**config.mk**
```make
export PLATFORM = sky130hd
export DESIGN_NAME = sdram_host_port_flat
export DESIGN_NICKNAME = d
export VERILOG_FILES = /design/src/rtl/sdram_pkg.sv /design/src/rtl/sdram_req_if.sv /design/src/rtl/sdram_host_port.sv /design/src/flat_wrapper.sv
export SDC_FILE = /design/constraint.sdc
export NUM_CORES = 1
export LEC_CHECK = 0
export CORE_UTILIZATION = 55
export DETAILED_ROUTE_END_ITERATION = 8
export DONT_BUFFER_PORTS = 1
export PLACE_DENSITY = 0.7
export SYNTH_ARGS = -nofsm -noshare
export SYNTH_HDL_FRONTEND = slang
export SYNTH_SLANG_ARGS = --single-unit
export TNS_END_PERCENT = 20
```
**constraint.sdc**
```tcl
create_clock -name clk -period 3.4 [get_ports clk]
set_input_delay 0.51 -clock clk [delete_from_list [all_inputs] [get_ports clk]]
set_output_delay 0.51 -clock clk [all_outputs]
set_load 0.05 [all_outputs]
```
**src/rtl/sdram_pkg.sv**
```systemverilog
/*
 * Shared widths, device command encodings, FSM states and cycle timings
 * for the SDR SDRAM controller. Referenced by scoped names only
 */
package sdram_pkg;

  //////////////////////////////////////////////////////////////
  // Device geometry

  localparam int DATA_W = 16;
  localparam int DQM_W = 2;
  localparam int BANK_W = 2;
  localparam int ROW_W = 13;
  localparam int COL_W = 9;
  localparam int HOST_ADDR_W = BANK_W + ROW_W + COL_W;

  typedef logic [DATA_W-1:0] data_t;
  typedef logic [DQM_W-1:0] dqm_t;
  typedef logic [BANK_W-1:0] bank_t;
  // Row width is also the width of the device address bus
  typedef logic [ROW_W-1:0] row_t;
  typedef logic [COL_W-1:0] col_t;
  // Bank on top, then row, then column
  typedef logic [HOST_ADDR_W-1:0] host_addr_t;

  // Address bit that selects auto-precharge or precharge-all
  localparam int PRECHARGE_BIT = 10;

  //////////////////////////////////////////////////////////////
  // Commands and states

  // Bit order nCS, nRAS, nCAS, nWE
  typedef enum logic [3:0] {
    CMD_NOP          = 4'b0111,
    CMD_ACTIVE       = 4'b0011,
    CMD_READ         = 4'b0101,
    CMD_WRITE        = 4'b0100,
    CMD_PRECHARGE    = 4'b0010,
    CMD_AUTO_REFRESH = 4'b0001,
    CMD_LOAD_MODE    = 4'b0000
  } cmd_e;

  typedef enum logic [2:0] {
    ST_INIT,
    ST_IDLE,
    ST_WAIT,
    ST_WRITE,
    ST_READ,
    ST_READ_WAIT
  } seq_state_e;

  // Timings in clock cycles at 100 MHz
  localparam int T_RCD_CYCLES = 2;
  localparam int T_RP_CYCLES = 2;
  localparam int T_RFC_CYCLES = 7;
  // Write recovery plus the auto-precharge period
  localparam int T_WR_RP_CYCLES = 4;
  localparam int T_MRD_CYCLES = 2;

  // Mode register value
  // Single-word write, standard mode, sequential, burst length 1
  function automatic row_t mode_word(input int unsigned cas_latency);
    return row_t'({3'b000, 1'b1, 2'b00, 3'(cas_latency), 1'b0, 3'b000});
  endfunction

endpackage

```
**src/rtl/sdram_req_if.sv**
```systemverilog
/*
 * One latched host request, passed from the host port to the sequencer,
 * with the completion strobe and read word coming back
 */
`timescale 1ns/1ps

interface sdram_req_if;

  // Request held until done
  logic valid;
  logic we;
  sdram_pkg::host_addr_t addr;
  sdram_pkg::data_t wdata;
  sdram_pkg::dqm_t byte_en;

  // Completion, one cycle wide
  logic done;
  sdram_pkg::data_t rdata;

  modport port (
    output valid, we, addr, wdata, byte_en,
    input done, rdata
  );

  modport seq (
    input valid, we, addr, wdata, byte_en,
    output done, rdata
  );

endinterface

```
**src/rtl/sdram_host_port.sv**
```systemverilog
/*
 * Host side of the controller. Latches one request on a req pulse,
 * holds it for the sequencer and turns its completion into ready and rdata
 */
`timescale 1ns/1ps

module sdram_host_port (
  input  logic                   clk,
  input  logic                   reset,
  input  sdram_pkg::host_addr_t  addr,
  input  sdram_pkg::data_t       wdata,
  input  sdram_pkg::dqm_t        byte_en,
  input  logic                   we,
  input  logic                   req,
  input  logic                   init_done,
  output logic                   available,
  output logic                   ready,
  output sdram_pkg::data_t       rdata,
  sdram_req_if.port              rq
);

  logic accept;

  // A request is taken only while the port is free
  assign accept = req && available;

  // Free after init, with nothing latched and no ready going out
  assign available = init_done && !rq.valid && !ready;

  //////////////////////////////////////////////////////////////
  // Control

  always_ff @(posedge clk) begin
    if (reset) begin
      rq.valid <= 1'b0;
      ready <= 1'b0;
    end else begin
      // Ready lags the sequencer completion by one cycle
      ready <= rq.done;
      if (accept) begin
        rq.valid <= 1'b1;
      end else if (rq.done) begin
        rq.valid <= 1'b0;
      end
    end
  end

  //////////////////////////////////////////////////////////////
  // Payload

  always_ff @(posedge clk) begin
    if (accept) begin
      rq.we <= we;
      rq.addr <= addr;
      rq.wdata <= wdata;
      rq.byte_en <= byte_en;
    end
    // Read word stays put until the next read completes
    if (rq.done && !rq.we) begin
      rdata <= rq.rdata;
    end
  end

  // Host must wait for available before pulsing req
  req_when_available: assert property (
    @(posedge clk) disable iff (reset) req |-> available
  ) else $error("req pulsed while available is low");

endmodule

```
**src/flat_wrapper.sv**
```systemverilog
// flat-port wrapper written by rule: the top's interface ports become plain ports
module sdram_host_port_flat 
  (clk, reset, addr, wdata, byte_en, we, req, init_done, available, ready, rdata, rq_valid, rq_we, rq_addr, rq_wdata, rq_byte_en, rq_done, rq_rdata);
  sdram_req_if rq_i ();
  input  logic clk;
  input  logic reset;
  input  sdram_pkg::host_addr_t addr;
  input  sdram_pkg::data_t wdata;
  input  sdram_pkg::dqm_t byte_en;
  input  logic we;
  input  logic req;
  input  logic init_done;
  output logic available;
  output logic ready;
  output sdram_pkg::data_t rdata;
  output wire logic [$bits(rq_i.valid)-1:0] rq_valid;
  output wire logic [$bits(rq_i.we)-1:0] rq_we;
  output wire logic [$bits(rq_i.addr)-1:0] rq_addr;
  output wire logic [$bits(rq_i.wdata)-1:0] rq_wdata;
  output wire logic [$bits(rq_i.byte_en)-1:0] rq_byte_en;
  input wire logic [$bits(rq_i.done)-1:0] rq_done;
  input wire logic [$bits(rq_i.rdata)-1:0] rq_rdata;
  assign rq_valid = rq_i.valid;
  assign rq_we = rq_i.we;
  assign rq_addr = rq_i.addr;
  assign rq_wdata = rq_i.wdata;
  assign rq_byte_en = rq_i.byte_en;
  assign rq_i.done = rq_done;
  assign rq_i.rdata = rq_rdata;
  sdram_host_port u_core (.clk(clk), .reset(reset), .addr(addr), .wdata(wdata), .byte_en(byte_en), .we(we), .req(req), .init_done(init_done), .available(available), .ready(ready), .rdata(rdata), .rq(rq_i));
endmodule
```
==> flow_metrics.tcl <==
set metrics [dict create \
    outcome "complete, no violations" \
    finalWirelength_um 2756 \
    timing.critical_path.depth 1 \
    clock.fmax_mhz 459.3 \
    final_cell_area_sq_mm 0.002078 \
    post_synth_inst_count 67 \
    antenna_cells_inserted 0 \
    detail_route.iter0.violations 47 \
    firstDrtPassIters 4 \
    timing.critical_path.slowest_cell_delay_ns 0.79 \
    netlist.area_leader.share_pct 95.23 \
    cts.repair_timing.setup_buffer_count 0 \
    arrival_time_of_the_worst_setup_path_ns 1.67 \
    cap_violations 0 \
    area_growth_pct 11.70 \
    worst_hold_path.endpoint "u_core.ready" \
    post-route-period-util_pct 64.03 \
    regToRegStartpoint "u_core.rq.valid" \
    ys_seq_area_share_pct 97.38 \
    avgSynthCellArea_sq_um 27.77 \
    num_vias 709 \
    fp.dieArea_sq_mm 0.003619 \
    grt_pass1_wl_um 3463 \
    ff2ff_setup_slack_ns 1.41 \
    rsz0062_at_grt "no" \
    htree_num_levels 3 \
    final_max_slew_viol_count 0 \
    timing.setup.tns_ns 0 \
    setup_violations 0 \
    finalWorstPathRequiredPeriod_ns 2.177 \
    start_util_pct 59.48 \
    clock_buffer_count_from_cts 9 \
    grt_antenna_before_repair 0 \
    timing.final.hold_violations 0 \
    io_pins 126 \
    cts_hold_buf 0 \
    detailedPlacementHpwl_um 1952 \
    critical-path-slowest-cell "sky130_fd_sc_hd__nor3b_2" \
    worstPathMaxFanout 4 \
    regToRegEndpoint "u_core.rq.addr[19]" \
    cts_resized 0 \
    placed_area_sq_mm 0.001928 \
    mappedNetlistArea_sq_mm 0.001861 \
    die_w_um 60.16 \
    worst_clock_skew_ns 0.01392 \
    grtUsageTotal_pct 15.90 \
    post_synth_num_cell_types 6 \
    ir_worst_vdd_uv 371.8 \
    timing.critical_path.required_ns 2.89 \
    ys_ff_latch 61 \
    clk_latency_ns 0.38 \
    vias_per_cell 5.539 \
    yosys_warnings 0 \
    overall_power_consumption_mw 1.513 \
    ys_top_cells_by_area "sky130_fd_sc_hd__edfxtp_1 (95%), sky130_fd_sc_hd__dfxtp_1 (2.2%), sky130_fd_sc_hd__nor2b_1 (1.0%)" \
    most_instantiated_library_cell_after_synthesis "sky130_fd_sc_hd__edfxtp_1" \
    placementRows 20 \
    area.sequential_sq_mm 0.001812 \
    path_cells "nor3b_2" \
    worst-setup-path-type "reg2out" \
    holdCritPathClass "in2reg" \
    routabilityCongestion 0.6252 \
    cts.root.buffer_cell "sky130_fd_sc_hd__clkbuf_4" \
    drt_drc_violations_left 0 \
    holdCritStartpoint "reset" \
    drive_above_1_share_pct 20.24 \
    hold_depth 1 \
    cts.sink_count 61 \
    clk_path_buf_depth 2 \
    placement.io_buffers 0 \
    wl_per_cell_um 21.53 \
    n_fill_cell 199 \
    synth.largest_area_cell "sky130_fd_sc_hd__edfxtp_1" \
    netlist_top_cells_count "sky130_fd_sc_hd__edfxtp_1 (59), sky130_fd_sc_hd__nor2b_1 (3), sky130_fd_sc_hd__dfxtp_1 (2)" \
    synth-edff-count 59 \
    multiInputGateArea_sq_um 53.80 \
    antenna_left 0 \
    slew_headroom_pct 30.46 \
    critical_path.startpoint_type "register" \
    synthesized_net_count 131 \
    floorplan.die.height_um 60.16 \
    via_count_of_the_first_global_routing_pass 647 \
    asyncSetResetFlopFracSynth_pct 0 \
    pin_count_of_the_biggest_net_entering_global_routing 45 \
    grt-ovfl-total 0 \
    number_of_buffers_and_inverters_on_the_critical_path 0 \
    final_net_count 143 \
    crit_family "simple AND/OR/NAND/NOR gates" \
    main_synth_ff_type "sky130_fd_sc_hd__edfxtp_1" \
    power.density_cell_area_mw_per_mm2 728.0 \
    fin_worst_hold_slack_ns 0.2012 \
    worst_setup_path_end_kind "output pin" \
    cts.clk_slew.worst_paths_ns 0.08 \
    p_leak_nw 0.6798 \
    worst-r2r-cell-count 1 \
    tritoncts "yes" \
    worst-slew-pin-transition_ns 1.043 \
    core-area_sq_mm 0.003128 \
]
## stage by stage
step | utilization, % | setup slack (ns) | instances
global route | 66.44 | 1.154 | 128
CTS | 66.44 | 1.192 | 128
detailed placement | 61.64 | 1.408 | 112
floorplan | - | 1.182 | 67
finish | 66.44 | 1.223 | 128
global placement | 61.64 | 1.446 | 112
## cell type report
cell class | count | share of cell area (%)
flip-flops and latches | 61 | 87.18
multi-input cells | 6 | 2.589
clock buffers | 11 | 3.612
well taps | 44 | 2.649
repair buffers | 1 | 0.3612
clock inverters | 5 | 3.612
## per-layer routing
layer	vias to the layer above	global-route usage, %	part of all wire (%)
met5	-	0	0
li1	298	-	-
met1	329	14.33	34
met2	77	22.61	50
met4	0	9.967	2.0
met3	5	14.94	14
## kinds of logic after synthesis
| kind of cell | share of synthesized area [%] |
|---|---|
| AO/OA/AOI/OAI | 0.5380 |
| flip-flops | 97.38 |
| AND/OR/NAND/NOR | 2.085 |
## sequential cells by signal, summed over array words and instances, names as in the netlist
signal             count
u_core.ready           1
u_core.rq.byte_en      2
u_core.rq.wdata       16
u_core.rq.addr        24
u_core.rq.valid        1
u_core.rdata          16
u_core.rq.we           1
## how the worst max path moves through the flow
stage	start	endpoint	slack, ns
after floorplan	u_core.rq.valid	available	1.18
after global placement	u_core.rq.valid	u_core.rq.addr[8]	1.45
after detailed placement	u_core.rq.valid	u_core.rq.wdata[10]	1.41
after CTS	u_core.rq.valid	available	1.19
after global routing	u_core.rq.valid	available	1.15
final	u_core.rq.valid	available	1.22
## layout by cell type (no fill, tap or decap)
cell / Yosys / final
sky130_fd_sc_hd__buf_4: 0 / 1
sky130_fd_sc_hd__bufinv_16: 0 / 2
sky130_fd_sc_hd__nor3b_2: 0 / 1
sky130_fd_sc_hd__clkinv_2: 0 / 3
sky130_fd_sc_hd__edfxtp_1: 59 / 59
sky130_fd_sc_hd__dfxtp_1: 2 / 2
sky130_fd_sc_hd__nor2b_1: 3 / 3
sky130_fd_sc_hd__clkbuf_4: 0 / 9
sky130_fd_sc_hd__o21ba_1: 1 / 1
sky130_fd_sc_hd__clkbuf_1: 0 / 2
sky130_fd_sc_hd__and4bb_2: 0 / 1
## power breakdown
group	internal [mW]	total [mW]	leakage, nW	switching (mW)
Clock	0.296	0.524	0.0838	0.229
Combinational	0.00356	0.0200	0.0315	0.0165
Sequential	0.862	0.969	0.565	0.107
(Power assumes the default switching activity.)
