File: src/rtl/sdram_pkg.sv
/*
 * Shared widths, device command encodings, FSM states and cycle timings
 * for the SDR SDRAM controller. Referenced by scoped names only
 */
package sdram_pkg;

  //////////////////////////////////////////////////////////////
  // Device geometry

  localparam int DATA_W = 16;
  localparam int DQM_W = 2;
  localparam int BANK_W = 2;
  localparam int ROW_W = 13;
  localparam int COL_W = 9;
  localparam int HOST_ADDR_W = BANK_W + ROW_W + COL_W;

  typedef logic [DATA_W-1:0] data_t;
  typedef logic [DQM_W-1:0] dqm_t;
  typedef logic [BANK_W-1:0] bank_t;
  // Row width is also the width of the device address bus
  typedef logic [ROW_W-1:0] row_t;
  typedef logic [COL_W-1:0] col_t;
  // Bank on top, then row, then column
  typedef logic [HOST_ADDR_W-1:0] host_addr_t;

  // Address bit that selects auto-precharge or precharge-all
  localparam int PRECHARGE_BIT = 10;

  //////////////////////////////////////////////////////////////
  // Commands and states

  // Bit order nCS, nRAS, nCAS, nWE
  typedef enum logic [3:0] {
    CMD_NOP          = 4'b0111,
    CMD_ACTIVE       = 4'b0011,
    CMD_READ         = 4'b0101,
    CMD_WRITE        = 4'b0100,
    CMD_PRECHARGE    = 4'b0010,
    CMD_AUTO_REFRESH = 4'b0001,
    CMD_LOAD_MODE    = 4'b0000
  } cmd_e;

  typedef enum logic [2:0] {
    ST_INIT,
    ST_IDLE,
    ST_WAIT,
    ST_WRITE,
    ST_READ,
    ST_READ_WAIT
  } seq_state_e;

  // Timings in clock cycles at 100 MHz
  localparam int T_RCD_CYCLES = 2;
  localparam int T_RP_CYCLES = 2;
  localparam int T_RFC_CYCLES = 7;
  // Write recovery plus the auto-precharge period
  localparam int T_WR_RP_CYCLES = 4;
  localparam int T_MRD_CYCLES = 2;

  // Mode register value
  // Single-word write, standard mode, sequential, burst length 1
  function automatic row_t mode_word(input int unsigned cas_latency);
    return row_t'({3'b000, 1'b1, 2'b00, 3'(cas_latency), 1'b0, 3'b000});
  endfunction

endpackage

File: src/rtl/sdram_req_if.sv
/*
 * One latched host request, passed from the host port to the sequencer,
 * with the completion strobe and read word coming back
 */
`timescale 1ns/1ps

interface sdram_req_if;

  // Request held until done
  logic valid;
  logic we;
  sdram_pkg::host_addr_t addr;
  sdram_pkg::data_t wdata;
  sdram_pkg::dqm_t byte_en;

  // Completion, one cycle wide
  logic done;
  sdram_pkg::data_t rdata;

  modport port (
    output valid, we, addr, wdata, byte_en,
    input done, rdata
  );

  modport seq (
    input valid, we, addr, wdata, byte_en,
    output done, rdata
  );

endinterface

File: src/rtl/sdram_cmd_if.sv
/*
 * Device command stream from the sequencer to the pin driver,
 * with the captured read word and its strobe coming back
 */
`timescale 1ns/1ps

interface sdram_cmd_if;

  // Command word and address, one cycle ahead of the pins
  sdram_pkg::cmd_e cmd;
  sdram_pkg::bank_t ba;
  sdram_pkg::row_t a;
  sdram_pkg::dqm_t dqm;
  sdram_pkg::data_t wdata;
  logic cke;

  // Read return from the capture register
  logic rd_valid;
  sdram_pkg::data_t rd_data;

  modport seq (
    output cmd, ba, a, dqm, wdata, cke,
    input rd_valid, rd_data
  );

  modport phy (
    input cmd, ba, a, dqm, wdata, cke,
    output rd_valid, rd_data
  );

endinterface

File: src/rtl/sdram_sequencer.sv
/*
 * Command sequencer. Runs the power-up sequence, keeps the refresh timer
 * and walks each latched request through ACTIVE, READ or WRITE and recovery
 */
`timescale 1ns/1ps

module sdram_sequencer #(
  parameter int CAS_LATENCY = 2,
  parameter int INIT_WAIT_CYCLES = 20000,
  parameter int REFRESH_INTERVAL_CYCLES = 750
) (
  input  logic       clk,
  input  logic       reset,
  output logic       init_done,
  sdram_req_if.seq   rq,
  sdram_cmd_if.seq   cmd
);

  // Init milestones on one counter
  localparam int INIT_CKE = INIT_WAIT_CYCLES / 2;
  localparam int INIT_PRE = INIT_WAIT_CYCLES;
  localparam int INIT_REF1 = INIT_PRE + sdram_pkg::T_RP_CYCLES;
  localparam int INIT_REF2 = INIT_REF1 + sdram_pkg::T_RFC_CYCLES;
  localparam int INIT_LMR = INIT_REF2 + sdram_pkg::T_RFC_CYCLES;
  localparam int INIT_END = INIT_LMR + sdram_pkg::T_MRD_CYCLES;
  localparam int INIT_W = $clog2(INIT_END + 1);
  localparam int REF_W = $clog2(REFRESH_INTERVAL_CYCLES + 1);

  sdram_pkg::seq_state_e state;
  sdram_pkg::seq_state_e after_wait;
  logic [2:0] wait_cnt;
  // Set while waiting out write recovery, so the end of the wait completes the access
  logic wr_finish;
  logic [INIT_W-1:0] init_cnt;
  logic [REF_W-1:0] ref_cnt;
  logic ref_pending;
  logic ref_wrap;

  // Request fields
  sdram_pkg::bank_t req_bank;
  sdram_pkg::row_t req_row;
  sdram_pkg::row_t col_addr;

  assign req_bank = rq.addr[sdram_pkg::HOST_ADDR_W-1 -: sdram_pkg::BANK_W];
  assign req_row = rq.addr[sdram_pkg::COL_W +: sdram_pkg::ROW_W];

  // Column on the low bits, auto-precharge bit set
  always_comb begin
    col_addr = '0;
    col_addr[sdram_pkg::COL_W-1:0] = sdram_pkg::col_t'(rq.addr[sdram_pkg::COL_W-1:0]);
    col_addr[sdram_pkg::PRECHARGE_BIT] = 1'b1;
  end

  assign ref_wrap = (ref_cnt == REF_W'(REFRESH_INTERVAL_CYCLES - 1));

  // Completion for writes at the end of recovery, for reads with the captured word
  assign rq.done = (state == sdram_pkg::ST_WAIT && wait_cnt == '0 && wr_finish) ||
                   (state == sdram_pkg::ST_READ_WAIT && cmd.rd_valid);
  assign rq.rdata = cmd.rd_data;

  //////////////////////////////////////////////////////////////
  // Sequencer FSM

  always_ff @(posedge clk) begin
    if (reset) begin
      state <= sdram_pkg::ST_INIT;
      after_wait <= sdram_pkg::ST_IDLE;
      wait_cnt <= '0;
      wr_finish <= 1'b0;
      init_cnt <= '0;
      init_done <= 1'b0;
      ref_cnt <= '0;
      ref_pending <= 1'b0;
      cmd.cmd <= sdram_pkg::CMD_NOP;
      cmd.cke <= 1'b0;
    end else begin
      // NOP between commands
      cmd.cmd <= sdram_pkg::CMD_NOP;

      // Refresh timer runs freely once the device is up
      if (init_done) begin
        if (ref_wrap) begin
          ref_cnt <= '0;
          ref_pending <= 1'b1;
        end else begin
          ref_cnt <= ref_cnt + 1'b1;
        end
      end

      case (state)
        sdram_pkg::ST_INIT: begin
          init_cnt <= init_cnt + 1'b1;
          if (init_cnt == INIT_W'(INIT_CKE)) begin
            cmd.cke <= 1'b1;
          end else if (init_cnt == INIT_W'(INIT_PRE)) begin
            // Precharge all banks
            cmd.cmd <= sdram_pkg::CMD_PRECHARGE;
            cmd.a <= '0;
            cmd.a[sdram_pkg::PRECHARGE_BIT] <= 1'b1;
          end else if (init_cnt == INIT_W'(INIT_REF1) || init_cnt == INIT_W'(INIT_REF2)) begin
            cmd.cmd <= sdram_pkg::CMD_AUTO_REFRESH;
          end else if (init_cnt == INIT_W'(INIT_LMR)) begin
            cmd.cmd <= sdram_pkg::CMD_LOAD_MODE;
            cmd.ba <= '0;
            cmd.a <= sdram_pkg::mode_word(CAS_LATENCY);
          end else if (init_cnt == INIT_W'(INIT_END)) begin
            state <= sdram_pkg::ST_IDLE;
            init_done <= 1'b1;
          end
        end

        sdram_pkg::ST_IDLE: begin
          if (ref_pending) begin
            // Refresh first, a waiting request stays latched
            cmd.cmd <= sdram_pkg::CMD_AUTO_REFRESH;
            ref_pending <= ref_wrap;
            state <= sdram_pkg::ST_WAIT;
            after_wait <= sdram_pkg::ST_IDLE;
            wait_cnt <= 3'(sdram_pkg::T_RFC_CYCLES - 2);
          end else if (rq.valid) begin
            // Open the row
            cmd.cmd <= sdram_pkg::CMD_ACTIVE;
            cmd.ba <= req_bank;
            cmd.a <= req_row;
            state <= sdram_pkg::ST_WAIT;
            after_wait <= rq.we ? sdram_pkg::ST_WRITE : sdram_pkg::ST_READ;
            wait_cnt <= 3'(sdram_pkg::T_RCD_CYCLES - 2);
          end
        end

        sdram_pkg::ST_WAIT: begin
          if (wait_cnt == '0) begin
            state <= after_wait;
            wr_finish <= 1'b0;
          end else begin
            wait_cnt <= wait_cnt - 1'b1;
          end
        end

        sdram_pkg::ST_WRITE: begin
          // Bank still set from ACTIVE
          cmd.cmd <= sdram_pkg::CMD_WRITE;
          cmd.a <= col_addr;
          cmd.dqm <= ~rq.byte_en;
          cmd.wdata <= rq.wdata;
          state <= sdram_pkg::ST_WAIT;
          after_wait <= sdram_pkg::ST_IDLE;
          wait_cnt <= 3'(sdram_pkg::T_WR_RP_CYCLES);
          wr_finish <= 1'b1;
        end

        sdram_pkg::ST_READ: begin
          cmd.cmd <= sdram_pkg::CMD_READ;
          cmd.a <= col_addr;
          // Both bytes on reads
          cmd.dqm <= '0;
          state <= sdram_pkg::ST_READ_WAIT;
        end

        sdram_pkg::ST_READ_WAIT: begin
          // Word arrives CAS latency plus two cycles after READ
          if (cmd.rd_valid) begin
            state <= sdram_pkg::ST_IDLE;
          end
        end

        default: state <= sdram_pkg::ST_IDLE;
      endcase
    end
  end

  // Column commands only land on a row opened tRCD earlier
  col_after_active: assert property (
    @(posedge clk) disable iff (reset)
    (cmd.cmd inside {sdram_pkg::CMD_READ, sdram_pkg::CMD_WRITE}) |->
      $past(cmd.cmd, sdram_pkg::T_RCD_CYCLES) == sdram_pkg::CMD_ACTIVE
  ) else $error("READ or WRITE without a preceding ACTIVE");

  done_one_cycle: assert property (
    @(posedge clk) disable iff (reset) rq.done |=> !rq.done
  ) else $error("done held for two cycles");

endmodule

File: src/flat_wrapper.sv
// flat-port wrapper written by rule: the top's interface ports become plain ports
module sdram_sequencer_flat 
#(
  parameter int CAS_LATENCY = 2,
  parameter int INIT_WAIT_CYCLES = 20000,
  parameter int REFRESH_INTERVAL_CYCLES = 750
)
  (clk, reset, init_done, rq_valid, rq_we, rq_addr, rq_wdata, rq_byte_en, rq_done, rq_rdata, cmd_cmd, cmd_ba, cmd_a, cmd_dqm, cmd_wdata, cmd_cke, cmd_rd_valid, cmd_rd_data);
  sdram_req_if rq_i ();
  sdram_cmd_if cmd_i ();
  input  logic clk;
  input  logic reset;
  output logic init_done;
  input wire logic [$bits(rq_i.valid)-1:0] rq_valid;
  input wire logic [$bits(rq_i.we)-1:0] rq_we;
  input wire logic [$bits(rq_i.addr)-1:0] rq_addr;
  input wire logic [$bits(rq_i.wdata)-1:0] rq_wdata;
  input wire logic [$bits(rq_i.byte_en)-1:0] rq_byte_en;
  output wire logic [$bits(rq_i.done)-1:0] rq_done;
  output wire logic [$bits(rq_i.rdata)-1:0] rq_rdata;
  output wire logic [$bits(cmd_i.cmd)-1:0] cmd_cmd;
  output wire logic [$bits(cmd_i.ba)-1:0] cmd_ba;
  output wire logic [$bits(cmd_i.a)-1:0] cmd_a;
  output wire logic [$bits(cmd_i.dqm)-1:0] cmd_dqm;
  output wire logic [$bits(cmd_i.wdata)-1:0] cmd_wdata;
  output wire logic [$bits(cmd_i.cke)-1:0] cmd_cke;
  input wire logic [$bits(cmd_i.rd_valid)-1:0] cmd_rd_valid;
  input wire logic [$bits(cmd_i.rd_data)-1:0] cmd_rd_data;
  assign rq_i.valid = rq_valid;
  assign rq_i.we = rq_we;
  assign rq_i.addr = rq_addr;
  assign rq_i.wdata = rq_wdata;
  assign rq_i.byte_en = rq_byte_en;
  assign rq_done = rq_i.done;
  assign rq_rdata = rq_i.rdata;
  assign cmd_cmd = cmd_i.cmd;
  assign cmd_ba = cmd_i.ba;
  assign cmd_a = cmd_i.a;
  assign cmd_dqm = cmd_i.dqm;
  assign cmd_wdata = cmd_i.wdata;
  assign cmd_cke = cmd_i.cke;
  assign cmd_i.rd_valid = cmd_rd_valid;
  assign cmd_i.rd_data = cmd_rd_data;
  sdram_sequencer #(.CAS_LATENCY(CAS_LATENCY), .INIT_WAIT_CYCLES(INIT_WAIT_CYCLES), .REFRESH_INTERVAL_CYCLES(REFRESH_INTERVAL_CYCLES)) u_core (.clk(clk), .reset(reset), .init_done(init_done), .rq(rq_i), .cmd(cmd_i));
endmodule
File: config.mk
export PLATFORM = sky130hd
export DESIGN_NAME = sdram_sequencer_flat
export DESIGN_NICKNAME = d
export VERILOG_FILES = /design/src/rtl/sdram_pkg.sv /design/src/rtl/sdram_req_if.sv /design/src/rtl/sdram_cmd_if.sv /design/src/rtl/sdram_sequencer.sv /design/src/flat_wrapper.sv
export SDC_FILE = /design/constraint.sdc
export NUM_CORES = 1
export LEC_CHECK = 0
export ABC_AREA = 1
export BUFFER_PORTS_ARGS = -buffer_cell sky130_fd_sc_hd__buf_4
export CAP_MARGIN = 5
export CORE_UTILIZATION = 35
export CTS_CLUSTER_DIAMETER = 150
export DETAILED_ROUTE_END_ITERATION = 8
export PLACE_DENSITY = 0.64
export SLEW_MARGIN = 20
export SYNTH_ARGS = -nofsm -noshare
export SYNTH_HDL_FRONTEND = slang
export SYNTH_SLANG_ARGS = --single-unit
File: constraint.sdc
create_clock -name clk -period 5 [get_ports clk]
set_input_delay 0.25 -clock clk [delete_from_list [all_inputs] [get_ports clk]]
set_output_delay 0.25 -clock clk [all_outputs]
set_load 0.03 [all_outputs]
==> metrics.csv <==
metric,value,unit
ios,119,
synth_seq_cells,74,
final_common_cell,buf_4,
yosys_warnings,0,
crit_path_end_kind,flop,
fmax,433.7,MHz
fin_util,45.11,%
hold_path_class,in -> reg,
worst_pin_slew,0.7772,ns
root_buffer,clkbuf_8,
clkLatencyLatePin,0.36,ns
initial_core_util,36.71,%
wirelength,7.920,mm
yosys_most_used_dff,dfxtp_1,
port_buffers,85,
nFillCells,977,
critical_path_class,reg -> reg,
rsz0062_at_grt,no,
dieHeight,104.2,um
die-area,10850,um^2
fin_tns_setup,0,ns
grt_pass1_vias,2796,
vias,2989,
track_usage,14.94,%
cp_max_fo,16,
ys_async_sr_fraction,0,%
place_congestion,0.8938,
fin_crit,2.306,ns
drtAntennaViolNets,0,
insertedDiodeCount,0,
syn_inst,435,
finClkSkew,0.01116,ns
slew_violations,0,
power_density,250.1,nW/um^2
avgViaCountPerCell,4.627,
dp_hpwl,6.051,mm
fp.dieW,104.2,um
r2r_cells,6,
cts_made_buffers,9,
wl_per_cell,12.26,um
period_share,46.11,%
ys_types,41,
grt_pass1_wl,12.82,mm
cellLeakagePower,1.808,nW
dr.pass1.iters,4,
syn_avg_cell_area,8.402,um^2
cts_hold_buf,0,
clock-sinks,74,
syn_nets,506,
status,finished clean,
relSlewSlack,48.13,%
grt_max_degree,23,
setup_viol_count_final,0,
cts_setup_buffers,0,
area_growth,22.87,%
core_area,9955,um^2
seq_area_frac_synth,49.57,%
holdPathStages,1,
worstPathRequired,4.99,ns
drv_cap,0,
final_nets,579,
synth-edff-count,33,
grt_overflow_total,0,
syn_area,3655,um^2
antenna_found_initial,0,
final_cell_mix,"buf_4, nand2_1, inv_1",
htreeDepth,3,
drive_gt1_share,26.51,%
final_hold_viol_count,0,
cp_data_arrival_time,2.29,ns
ctsResizeCount,0,
max-vdd-ir-drop,0.1375,mV
core.rowCount,36,
drt_iter0_markers,97,
cp-start-kind,flop,
max-clock-path-buffers,2,
cts_tree,done,
clkSlewWorstSetupHoldPaths,0.09,ns
drc,0,
logic make-up (layout without fill, tap and decap cells):
logic type	Yosys count	in the layout	synth area share, %
AND/OR/NAND/NOR	199	199	25.99
buffers and inverters	87	165	10.96
flip-flops	74	74	49.57
AO/OA/AOI/OAI	62	62	9.689
adder cells (fa/ha/maj)	8	8	2.739
XOR/XNOR	4	4	0.9588
other	1	1	0.1026
layer usage:
layer  track usage (%)  part of all wire (%)  vias up
li1                  -                     -     1544
met1             18.51                    47     1305
met2             23.67                    43      121
met3             4.699                   7.5       19
met4             6.939                   2.2        0
met5                 0                     0        -
final cells by class:
class,count,area [um^2],area share (%)
Timing Repair Buffer,85,638.1,14.21
Clock buffer,9,123.9,2.758
Tap cell,133,166.4,3.706
Sequential cell,74,1812,40.35
Inverter,64,244.0,5.433
Multi-Input combinational cell,274,1445,32.18
Clock inverter,7,61.31,1.365
sequential cells by signal, indices dropped and copies added (netlist names), 3 cells and up:
signal             cells
u_core.ref_cnt        10
u_core.state           3
u_core.cmd.cmd         3
u_core.init_cnt       15
u_core.wait_cnt        3
u_core.cmd.wdata      16
u_core.after_wait      3
u_core.cmd.a          13
where the power goes:
group	switching (mW)	leakage (nW)	internal, mW
Sequential	0.00225	0.615	0.630
Clock	0.247	0.0888	0.189
Combinational	0.0249	1.10	0.0294
through the flow:
stage | cells | instance area [um^2] | hold slack, ns | total power, mW | setup WS, ns
after floorplan | 435 | 3655 | 0.3489 | 0.6900 | 2.980
after global placement | 630 | 4303 | 0.4291 | 0.6998 | 2.480
after detailed placement | 630 | 4305 | 0.4299 | 0.7009 | 2.695
after CTS | 646 | 4491 | 0.04423 | 1.136 | 2.685
after global routing | 646 | 4491 | 0.04052 | 1.170 | 2.462
final | 646 | 4491 | 0.06233 | 1.123 | 2.694
worst paths after layout:
check,start,end,slack (ns)
worst max register to register,u_core.state[0],u_core.cmd.wdata[11],2.69
worst max-delay path,u_core.state[0],u_core.cmd.wdata[11],2.69
worst min-delay path,rq_wdata[10],u_core.cmd.wdata[10],0.06
worst min register to register,u_core.after_wait[1],u_core.after_wait[1],0.46
Yosys cell counts, drive strengths merged, types with 2 or more instances:
| cell type | n | area (um^2) |
|---|---|---|
| nand4 | 8 | 50.05 |
| clkbuf | 2 | 7.510 |
| nor3b | 4 | 30.03 |
| nand2 | 82 | 337.8 |
| ha | 8 | 100.1 |
| buf | 21 | 148.9 |
| xor2 | 3 | 26.28 |
| o211ai | 3 | 22.52 |
| dfxtp | 41 | 820.8 |
| o21ai | 29 | 148.9 |
| edfxtp | 33 | 991.0 |
| nor4 | 3 | 18.77 |
| inv | 63 | 239.0 |
| o21a | 2 | 15.01 |
| a211oi | 3 | 27.52 |
| a21oi | 20 | 103.9 |
| nor2 | 69 | 326.6 |
| nand3 | 24 | 130.1 |
| nor3 | 9 | 56.31 |
critical path, cell delays in order, from the launching register on:
cell     delay, ns
dfxtp_1       0.49
inv_2         0.10
nor2_4        0.14
inv_1         0.11
nor2_2        0.36
inv_1         0.13
nor2_2        0.62
(Power assumes the default switching activity.)
